## config.mk

```make
export PLATFORM = sky130hd
export DESIGN_NAME = aluTop
export DESIGN_NICKNAME = d
export VERILOG_FILES = /design/src/aluPkg.sv /design/src/aluAdder.sv /design/src/aluShifter.sv /design/src/boothMultiplier.sv /design/src/restoringDivider.sv /design/src/aluTop.sv
export SDC_FILE = /design/constraint.sdc
export NUM_CORES = 1
export LEC_CHECK = 0
export ABC_AREA = 1
export BUFFER_PORTS_ARGS = -buffer_cell sky130_fd_sc_hd__buf_2
export CELL_PAD_IN_SITES_DETAIL_PLACEMENT = 1
export CELL_PAD_IN_SITES_GLOBAL_PLACEMENT = 1
export CORE_AREA = 2 2 335 337
export DETAILED_ROUTE_END_ITERATION = 16
export DIE_AREA = 0 0 337 339
export PLACE_DENSITY_LB_ADDON = 0.1
export SYNTH_ARGS = -nofsm -noshare
export SYNTH_HDL_FRONTEND = slang
export SYNTH_SLANG_ARGS = --single-unit
```

## constraint.sdc

```tcl
create_clock -name clock -period 5.4 [get_ports clock]
set_input_delay 0.54 -clock clock [delete_from_list [all_inputs] [get_ports clock]]
set_output_delay 0.54 -clock clock [all_outputs]
set_load 0.005 [all_outputs]
```

## src/aluPkg.sv

```systemverilog
package aluPkg;

    // Datapath word width
    // Also the default for every module parameter of the same name
    parameter int DATA_WIDTH = 32;

    // Opcode encoding of the teaching datapath
    typedef enum logic [4:0] {
        OR   = 5'd0,
        AND  = 5'd1,
        NEG  = 5'd2,
        NOT  = 5'd3,
        // Rotates and shifts
        ROL  = 5'd4,
        ROR  = 5'd5,
        SHL  = 5'd6,
        SHRA = 5'd7,
        SHR  = 5'd8,
        // Add and subtract
        ADD  = 5'd9,
        SUB  = 5'd10,
        ADDU = 5'd11,
        // Multi-cycle ops
        MUL  = 5'd12,
        DIV  = 5'd13
    } aluOp;

    // One operation request, 69 bits at the default width
    typedef struct packed {
        aluOp                  op;
        logic [DATA_WIDTH-1:0] a;
        logic [DATA_WIDTH-1:0] b;
    } aluRequest;

    // HI/LO register pair
    typedef struct packed {
        logic [DATA_WIDTH-1:0] high;
        logic [DATA_WIDTH-1:0] low;
    } aluHalves;

    // Z word, seen as one product or as a HI/LO pair
    // DIV puts the remainder in high and the quotient in low
    typedef union packed {
        logic [2*DATA_WIDTH-1:0] full;
        aluHalves                halves;
    } aluResult;

endpackage

```

## src/aluAdder.sv

```systemverilog
`timescale 1ns/1ps

module aluAdder #(
    parameter int DATA_WIDTH = aluPkg::DATA_WIDTH
) (
    input  logic [DATA_WIDTH-1:0]   a,
    input  logic [DATA_WIDTH-1:0]   b,
    input  aluPkg::aluOp            op,
    output logic [2*DATA_WIDTH-1:0] sum
);
    import aluPkg::*;

    logic                isNeg;
    logic                isSub;
    logic                isUnsigned;
    // Operands widened by one bit for the exact result
    logic [DATA_WIDTH:0] left;
    logic [DATA_WIDTH:0] right;
    logic [DATA_WIDTH:0] total;

    assign isNeg      = (op == NEG);
    assign isSub      = (op == SUB);
    assign isUnsigned = (op == ADDU);

    // Operand steering into the single adder
    always_comb begin
        if (isNeg) begin
            // 0 - a, so a goes to the inverted side
            left  = '0;
            right = ~{a[DATA_WIDTH-1], a};
        end else begin
            // Zero extension only for ADDU
            left  = {a[DATA_WIDTH-1] & ~isUnsigned, a};
            right = isSub ? ~{b[DATA_WIDTH-1], b} : {b[DATA_WIDTH-1] & ~isUnsigned, b};
        end
    end

    // Carry in completes the two's complement
    assign total = left + right + {{DATA_WIDTH{1'b0}}, isSub | isNeg};

    // Top bit is the sign for signed ops
    // and the carry out for ADDU, which lands alone in the high word
    assign sum = {{(DATA_WIDTH-1){total[DATA_WIDTH] & ~isUnsigned}}, total};

endmodule

```

## src/aluShifter.sv

```systemverilog
`timescale 1ns/1ps

module aluShifter #(
    parameter int DATA_WIDTH = aluPkg::DATA_WIDTH
) (
    input  logic [DATA_WIDTH-1:0] a,
    input  logic [4:0]            amount,
    input  aluPkg::aluOp          op,
    output logic [DATA_WIDTH-1:0] shifted
);
    import aluPkg::*;

    localparam int STAGES = 5;

    logic rotate;
    logic shiftLeft;
    logic arith;
    // Stage 0 is the input, stage 5 the result
    logic [DATA_WIDTH-1:0] stage [0:STAGES];

    // Direction and fill kind
    assign rotate    = (op == ROL) || (op == ROR);
    assign shiftLeft = (op == ROL) || (op == SHL);
    assign arith     = (op == SHRA);

    assign stage[0] = a;

    // Barrel stages of 1, 2, 4, 8 and 16 bit positions
    for (genvar i = 0; i < STAGES; i++) begin : gStage
        localparam int STEP = 1 << i;

        logic [STEP-1:0] leftFill;
        logic [STEP-1:0] rightFill;

        // Bits shifted in from the right on a left move
        assign leftFill = rotate ? stage[i][DATA_WIDTH-1 -: STEP] : '0;

        // Bits shifted in from the left on a right move
        // Sign copies for SHRA, wrapped bits for ROR
        always_comb begin
            if (rotate) begin
                rightFill = stage[i][STEP-1:0];
            end else if (arith) begin
                rightFill = {STEP{stage[i][DATA_WIDTH-1]}};
            end else begin
                rightFill = '0;
            end
        end

        assign stage[i+1] = !amount[i] ? stage[i] :
                            shiftLeft  ? {stage[i][DATA_WIDTH-STEP-1:0], leftFill} :
                                         {rightFill, stage[i][DATA_WIDTH-1:STEP]};
    end

    assign shifted = stage[STAGES];

endmodule

```

## src/boothMultiplier.sv

```systemverilog
`timescale 1ns/1ps

module boothMultiplier #(
    parameter int DATA_WIDTH = aluPkg::DATA_WIDTH
) (
    input  logic                    clock,
    input  logic                    reset,
    input  logic                    go,
    input  logic [DATA_WIDTH-1:0]   multiplicand,
    input  logic [DATA_WIDTH-1:0]   multiplier,
    output logic [2*DATA_WIDTH-1:0] product,
    output logic                    finish
);
    localparam int COUNT_WIDTH = $clog2(DATA_WIDTH) + 1;

    // Accumulator one bit wider so that subtracting the most negative value fits
    logic [DATA_WIDTH:0]    acc;
    logic [DATA_WIDTH-1:0]  low;
    logic                   lowMinus1;
    logic [DATA_WIDTH-1:0]  mcand;
    logic                   running;
    logic [COUNT_WIDTH-1:0] count;

    // Current step inputs
    logic [DATA_WIDTH:0]    curAcc;
    logic [DATA_WIDTH-1:0]  curLow;
    logic                   curMinus1;
    logic [DATA_WIDTH:0]    curMcand;
    logic [DATA_WIDTH:0]    addAcc;

    // Go seeds the first step straight from the ports
    always_comb begin
        curAcc    = go ? '0 : acc;
        curLow    = go ? multiplier : low;
        curMinus1 = go ? 1'b0 : lowMinus1;
        curMcand  = go ? {multiplicand[DATA_WIDTH-1], multiplicand} :
                         {mcand[DATA_WIDTH-1], mcand};
        // Booth recoding of the bit pair
        case ({curLow[0], curMinus1})
            2'b01:   addAcc = curAcc + curMcand;
            2'b10:   addAcc = curAcc - curMcand;
            default: addAcc = curAcc;
        endcase
    end

    // Step counter, first step happens on the go edge
    always_ff @(posedge clock) begin
        if (reset) begin
            running <= 1'b0;
            count   <= '0;
            finish  <= 1'b0;
        end else begin
            finish <= 1'b0;
            if (go) begin
                running <= 1'b1;
                count   <= COUNT_WIDTH'(1);
            end else if (running) begin
                count <= count + 1'b1;
                // Last of DATA_WIDTH steps
                if (count == COUNT_WIDTH'(DATA_WIDTH - 1)) begin
                    running <= 1'b0;
                    finish  <= 1'b1;
                end
            end
        end
    end

    // Arithmetic shift right of acc, low and the extra bit
    always_ff @(posedge clock) begin
        if (go || running) begin
            acc       <= {addAcc[DATA_WIDTH], addAcc[DATA_WIDTH:1]};
            low       <= {addAcc[0], curLow[DATA_WIDTH-1:1]};
            lowMinus1 <= curLow[0];
        end
        if (go) begin
            mcand <= multiplicand;
        end
    end

    assign product = {acc[DATA_WIDTH-1:0], low};

endmodule

```

## src/restoringDivider.sv

```systemverilog
`timescale 1ns/1ps

module restoringDivider #(
    parameter int DATA_WIDTH = aluPkg::DATA_WIDTH
) (
    input  logic                  clock,
    input  logic                  reset,
    input  logic                  go,
    input  logic [DATA_WIDTH-1:0] dividend,
    input  logic [DATA_WIDTH-1:0] divisor,
    output logic [DATA_WIDTH-1:0] quotient,
    output logic [DATA_WIDTH-1:0] remainder,
    output logic                  finish
);
    localparam int COUNT_WIDTH = $clog2(DATA_WIDTH) + 1;

    logic [DATA_WIDTH-1:0]  rem;
    logic [DATA_WIDTH-1:0]  quo;
    logic [DATA_WIDTH-1:0]  dvs;
    logic                   negQuotient;
    logic                   negRemainder;
    logic                   stepping;
    logic                   fixing;
    logic [COUNT_WIDTH-1:0] count;

    // Magnitudes, the most negative value maps to its unsigned equal
    logic [DATA_WIDTH-1:0]  dividendMag;
    logic [DATA_WIDTH-1:0]  divisorMag;

    // Current step inputs
    logic [DATA_WIDTH-1:0]  curRem;
    logic [DATA_WIDTH-1:0]  curQuo;
    logic [DATA_WIDTH-1:0]  curDvs;
    logic [DATA_WIDTH:0]    shifted;
    logic [DATA_WIDTH+1:0]  trial;

    assign dividendMag = dividend[DATA_WIDTH-1] ? -dividend : dividend;
    assign divisorMag  = divisor[DATA_WIDTH-1] ? -divisor : divisor;

    // Shift in the next dividend bit and try the subtraction
    always_comb begin
        curRem  = go ? '0 : rem;
        curQuo  = go ? dividendMag : quo;
        curDvs  = go ? divisorMag : dvs;
        shifted = {curRem, curQuo[DATA_WIDTH-1]};
        trial   = {1'b0, shifted} - {2'b00, curDvs};
    end

    // Steps, then one sign fix cycle
    always_ff @(posedge clock) begin
        if (reset) begin
            stepping <= 1'b0;
            fixing   <= 1'b0;
            count    <= '0;
            finish   <= 1'b0;
        end else begin
            finish <= 1'b0;
            if (go) begin
                stepping <= 1'b1;
                fixing   <= 1'b0;
                count    <= COUNT_WIDTH'(1);
            end else if (stepping) begin
                count <= count + 1'b1;
                if (count == COUNT_WIDTH'(DATA_WIDTH - 1)) begin
                    stepping <= 1'b0;
                    fixing   <= 1'b1;
                end
            end else if (fixing) begin
                fixing <= 1'b0;
                finish <= 1'b1;
            end
        end
    end

    always_ff @(posedge clock) begin
        if (go || stepping) begin
            // Borrow means restore, quotient bit 0
            if (trial[DATA_WIDTH+1]) begin
                rem <= shifted[DATA_WIDTH-1:0];
                quo <= {curQuo[DATA_WIDTH-2:0], 1'b0};
            end else begin
                rem <= trial[DATA_WIDTH-1:0];
                quo <= {curQuo[DATA_WIDTH-2:0], 1'b1};
            end
        end else if (fixing) begin
            // Truncating division, remainder follows the dividend
            quo <= negQuotient ? -quo : quo;
            rem <= negRemainder ? -rem : rem;
        end
        if (go) begin
            dvs          <= divisorMag;
            negQuotient  <= dividend[DATA_WIDTH-1] ^ divisor[DATA_WIDTH-1];
            negRemainder <= dividend[DATA_WIDTH-1];
        end
    end

    assign quotient  = quo;
    assign remainder = rem;

endmodule

```

## src/aluTop.sv

```systemverilog
`timescale 1ns/1ps

module aluTop #(
    parameter int DATA_WIDTH = aluPkg::DATA_WIDTH
) (
    input  logic              clock,
    input  logic              reset,
    input  logic              start,
    input  aluPkg::aluRequest request,
    output aluPkg::aluResult  result,
    output logic              done,
    output logic              busy,
    output logic              divByZero
);
    import aluPkg::*;

    logic                    accept;
    logic                    isMul;
    logic                    isDiv;
    logic                    divisorZero;
    logic                    mulGo;
    logic                    divGo;
    logic                    mulFinish;
    logic                    divFinish;
    logic [2*DATA_WIDTH-1:0] addSum;
    logic [DATA_WIDTH-1:0]   shifted;
    logic [2*DATA_WIDTH-1:0] product;
    logic [DATA_WIDTH-1:0]   quotient;
    logic [DATA_WIDTH-1:0]   remainder;
    // Opcode of the op in flight, picks which finish to wait for
    aluOp                    pendingOp;
    aluResult                singleResult;

    // Start while busy is dropped
    assign accept      = start && !busy;
    assign isMul       = (request.op == MUL);
    assign isDiv       = (request.op == DIV);
    assign divisorZero = (request.b == '0);
    assign mulGo       = accept && isMul;
    // Zero divisor is answered here, the divider never sees it
    assign divGo       = accept && isDiv && !divisorZero;

    aluAdder #(.DATA_WIDTH(DATA_WIDTH)) u_aluAdder (
        .a   (request.a),
        .b   (request.b),
        .op  (request.op),
        .sum (addSum)
    );

    aluShifter #(.DATA_WIDTH(DATA_WIDTH)) u_aluShifter (
        .a       (request.a),
        .amount  (request.b[4:0]),
        .op      (request.op),
        .shifted (shifted)
    );

    boothMultiplier #(.DATA_WIDTH(DATA_WIDTH)) u_boothMultiplier (
        .clock        (clock),
        .reset        (reset),
        .go           (mulGo),
        .multiplicand (request.a),
        .multiplier   (request.b),
        .product      (product),
        .finish       (mulFinish)
    );

    restoringDivider #(.DATA_WIDTH(DATA_WIDTH)) u_restoringDivider (
        .clock     (clock),
        .reset     (reset),
        .go        (divGo),
        .dividend  (request.a),
        .divisor   (request.b),
        .quotient  (quotient),
        .remainder (remainder),
        .finish    (divFinish)
    );

    // Single-cycle results, unknown opcodes give zero
    always_comb begin
        singleResult = '0;
        case (request.op)
            OR:                       singleResult.halves.low = request.a | request.b;
            AND:                      singleResult.halves.low = request.a & request.b;
            NOT:                      singleResult.halves.low = ~request.a;
            NEG, ADD, SUB, ADDU:      singleResult.full = addSum;
            ROL, ROR, SHL, SHRA, SHR: singleResult.halves.low = shifted;
            default:                  singleResult = '0;
        endcase
    end

    always_ff @(posedge clock) begin
        if (reset) begin
            result    <= '0;
            done      <= 1'b0;
            busy      <= 1'b0;
            divByZero <= 1'b0;
            pendingOp <= OR;
        end else begin
            done <= 1'b0;
            if (accept) begin
                pendingOp <= request.op;
                divByZero <= isDiv && divisorZero;
                if (isMul || (isDiv && !divisorZero)) begin
                    busy <= 1'b1;
                end else if (isDiv) begin
                    // Divide by zero: remainder a, quotient all ones
                    result.halves <= {request.a, {DATA_WIDTH{1'b1}}};
                    done          <= 1'b1;
                end else begin
                    result <= singleResult;
                    done   <= 1'b1;
                end
            end else if (busy) begin
                // busy drops on the same edge that raises done
                if (pendingOp == MUL && mulFinish) begin
                    result.full <= product;
                    busy        <= 1'b0;
                    done        <= 1'b1;
                end else if (pendingOp == DIV && divFinish) begin
                    result.halves <= {remainder, quotient};
                    busy          <= 1'b0;
                    done          <= 1'b1;
                end
            end
        end
    end

endmodule

```

==> results.tsv <==
metric	value	unit
min_period_over_period	0.9182	
power-per-cell-area	235.9	nW/um^2
clk_latency	0.62	ns
synthAdderAreaFrac	0.05059	
slowest_delay	0.43	ns
synth_nets	4527	
finalHoldViolations	0	
cp_max_fo	17	
clk_path_buf_depth	3	
synthDistinctLibCells	60	
die_area	114200	sq um
synthMuxAreaShare	0	
clock_skew	0.02611	ns
power	7774	uW
slew_headroom	0.1857	
cp-startpoint	busy$_SDFFE_PP0P_	
globalRoute.totalOverflow	0	
maxCapViolations	0	
final_cell_mix	nand2_1 (1029), nand3_1 (478), inv_1 (423)	
wl_per_cell	25.63	um
drtAntennaViolNets	0	
async_flop_share	0	
drtPass1Iterations	5	
synth-compound-area-share	0.1979	
cp-start-kind	register	
crit_top_cell	nand2_1	
grtUsageTotal	0.2699	
drive_gt1_frac	0.1313	
synth_top_area_frac	0.1776	
synth-seq-cells	284	
synthXorXnorAreaFrac	0.06898	
rr_worst_depth	23	
final-setup-viol-count	0	
synth_top_family_by_area	simple AND/OR/NAND/NOR gates	
place_congestion	0.9467	
setup_ws	0.4416	ns
wl_met3	8252	um
vias	31693	
r2r-end	u_boothMultiplier.acc[21]$_DFFE_PP_	
ir_drop	0.1660	mV
finalMaxSlewViolations	0	
fp.dieW	337	um
synthesis.area	27550	sq um
start_util	0.2497	
drt-met1-wl	73920	um
grt_max_degree	119	
grt_pass1_wl	225300	um
coreArea	110400	sq um
required	5.77	ns
ys_warn_count	0	
endpoint	u_boothMultiplier.acc[21]$_DFFE_PP_	
drtIter0Drc	2711	
htreeDepth	2	
dp_hpwl	123000	um
clkTransAtPathRegs	0.06	ns
critical_path.slowest_cell	o21ai_0	
cts_root_buf	clkbuf_16	
num_rows	122	
cts_buffers	40	
viasPerCell	5.174	
hold_path_class	in -> reg	
synth_ff_type	edfxtp_1	
yosys.area.top_type	edfxtp_1	
area_delta_synth_final	19.61	%
dp_slack	-0.2100	ns
highest_layer	met5	
yosys.area_share.simple	0.3197	
first_global_vias	31461	
die_h	339	um
numPortBuffers	138	
rrSetupSlack	0.44	ns
cts_sinks	284	
synth.avg_cell_area	6.340	sq um
synth.area.top_cells	edfxtp_1 (18%), nand2_1 (14%), dfxtp_1 (8.8%)	
post-route-drc-count	0	
synth_cells	4346	
grt_setup_unrepaired	false	
min_period	4.958	ns
path_cells	nor2_4 -> nand2_4 -> o21ai_0 -> ha_1 -> inv_1 -> buf_4 -> nand2_1 -> xnor2_1 -> ha_1 -> inv_1 -> o21bai_1 -> a21oi_1 -> o21ai_0 -> a21boi_0 -> buf_4 -> o21ai_0 -> nand2_1 -> nand2_1 -> a21oi_1 -> o21ai_0 -> nand2_1 -> nand3_1 -> nand2_1	
end_kind	register	
status	finished clean	
crit_type	reg -> reg	
synth_edf_count	163	
met2_length	70560	um
arrival	5.33	ns
antenna_found_initial	15	
timing.fmax	201.7	MHz
fin_nets	4781	
cts_tree	done	
io_pins	139	
drt_wl_total	157000	um
r2r_start	busy$_SDFFE_PP0P_	
final_common_cell	nand2_1	
p_leak	0.01496	uW
worst_slew_pin_slew	1.221	ns
seq_area_frac_synth	0.2656	
## sequential cells by signal, summed over array words and instances (netlist names), 5 cells and up
register and count:
u_restoringDivider.count 6, u_boothMultiplier.low 32, u_boothMultiplier.mcand 32, u_restoringDivider.dvs 32
u_restoringDivider.remainder 32, result 64, u_boothMultiplier.acc 32, pendingOp 5
u_restoringDivider.quotient 32, u_boothMultiplier.count 6
## power breakdown
part	internal [uW]	switching, uW	total, uW	leakage [uW]
clock network	1550	1150	2700	0.000625
logic	932	1690	2620	0.0119
registers	2400	52.1	2450	0.00247
## metal layers
layer / global-route usage / vias up
li1: - / 15138
met1: 0.3825 / 15611
met2: 0.4284 / 795
met3: 0.03358 / 147
met4: 0.07134 / 2
met5: 0 / -
## worst min path at each step
stage	from	cells past startpoint	endpoint	slack [ns]
floorplan	u_restoringDivider.dvs[20]$_DFF_P_	2	u_restoringDivider.dvs[20]$_DFF_P_	0.42
global placement	u_restoringDivider.dvs[20]$_DFF_P_	2	u_restoringDivider.dvs[20]$_DFF_P_	0.44
detailed placement	u_restoringDivider.dvs[20]$_DFF_P_	2	u_restoringDivider.dvs[20]$_DFF_P_	0.45
CTS	start	3	busy$_SDFFE_PP0P_	0.20
global route	request[59]	1	u_boothMultiplier.mcand[27]$_DFFE_PP_	0.25
finish	start	3	busy$_SDFFE_PP0P_	0.23
## metrics by stage
stage          cells  area, sq um  hold slack, ns    util  TNS (ns)
6_report        6125        32960          0.2275  0.2986         0
5_1_grt         6120        32940          0.2535  0.2985         0
4_1_cts         6120        32940          0.2035  0.2984         0
3_5_place_dp    6046        31660          0.4453  0.2869   -0.6262
3_3_place_gp    6046        31660          0.4357  0.2869   -0.1316
2_1_floorplan   4346        27550          0.4224       -         0
## cell type report
| type | instances | area [sq um] |
|---|---|---|
| Fill cell | 13974 | 77410 |
| Multi-Input combinational cell | 3372 | 17630 |
| Sequential cell | 284 | 7317 |
| Timing Repair Buffer | 459 | 3188 |
| Tap cell | 1488 | 1862 |
| Inverter | 443 | 1663 |
| Clock buffer | 61 | 1172 |
| Clock inverter | 13 | 106.4 |
| Antenna cell | 5 | 12.51 |
## synthesized netlist by cell type, drive strengths merged (16+ instances only)
cell type / number
nand2: 1036
nand3: 480
inv: 434
o21ai: 420
a21oi: 382
nor2: 365
xor2: 180
clkbuf: 176
edfxtp: 163
dfxtp: 121
ha: 105
nor3: 81
buf: 71
or2: 38
xnor2: 37
nand4: 26
o211ai: 26
nor4: 25
a221oi: 22
a211oi: 17
a31oi: 16
## cells by family after synthesis
group,count (synthesis)
DFF,284
AOI/OAI and AO/OA,985
xor gates and xnor gates,217
buffers and inverters,690
adders and majority gates,109
and+or+nand+nor,2061
## what timing repair did
action	in CTS	in global routing
resized for setup	0	1
endpoints found under the setup margin	0	5
setup buffers	0	0
hold buffers	0	0
hold endpoints to repair	0	0
## critical path, delay by kind of cell (launching register included)
kind,cells,cell delay (ns)
DFF,1,0.33
and+or+nand+nor,8,1.08
xor gates and xnor gates,1,0.08
adders and majority gates,2,0.70
buffers and inverters,4,0.61
AOI/OAI and AO/OA,8,1.89
No activity file was read; power rests on OpenSTA's default activity.
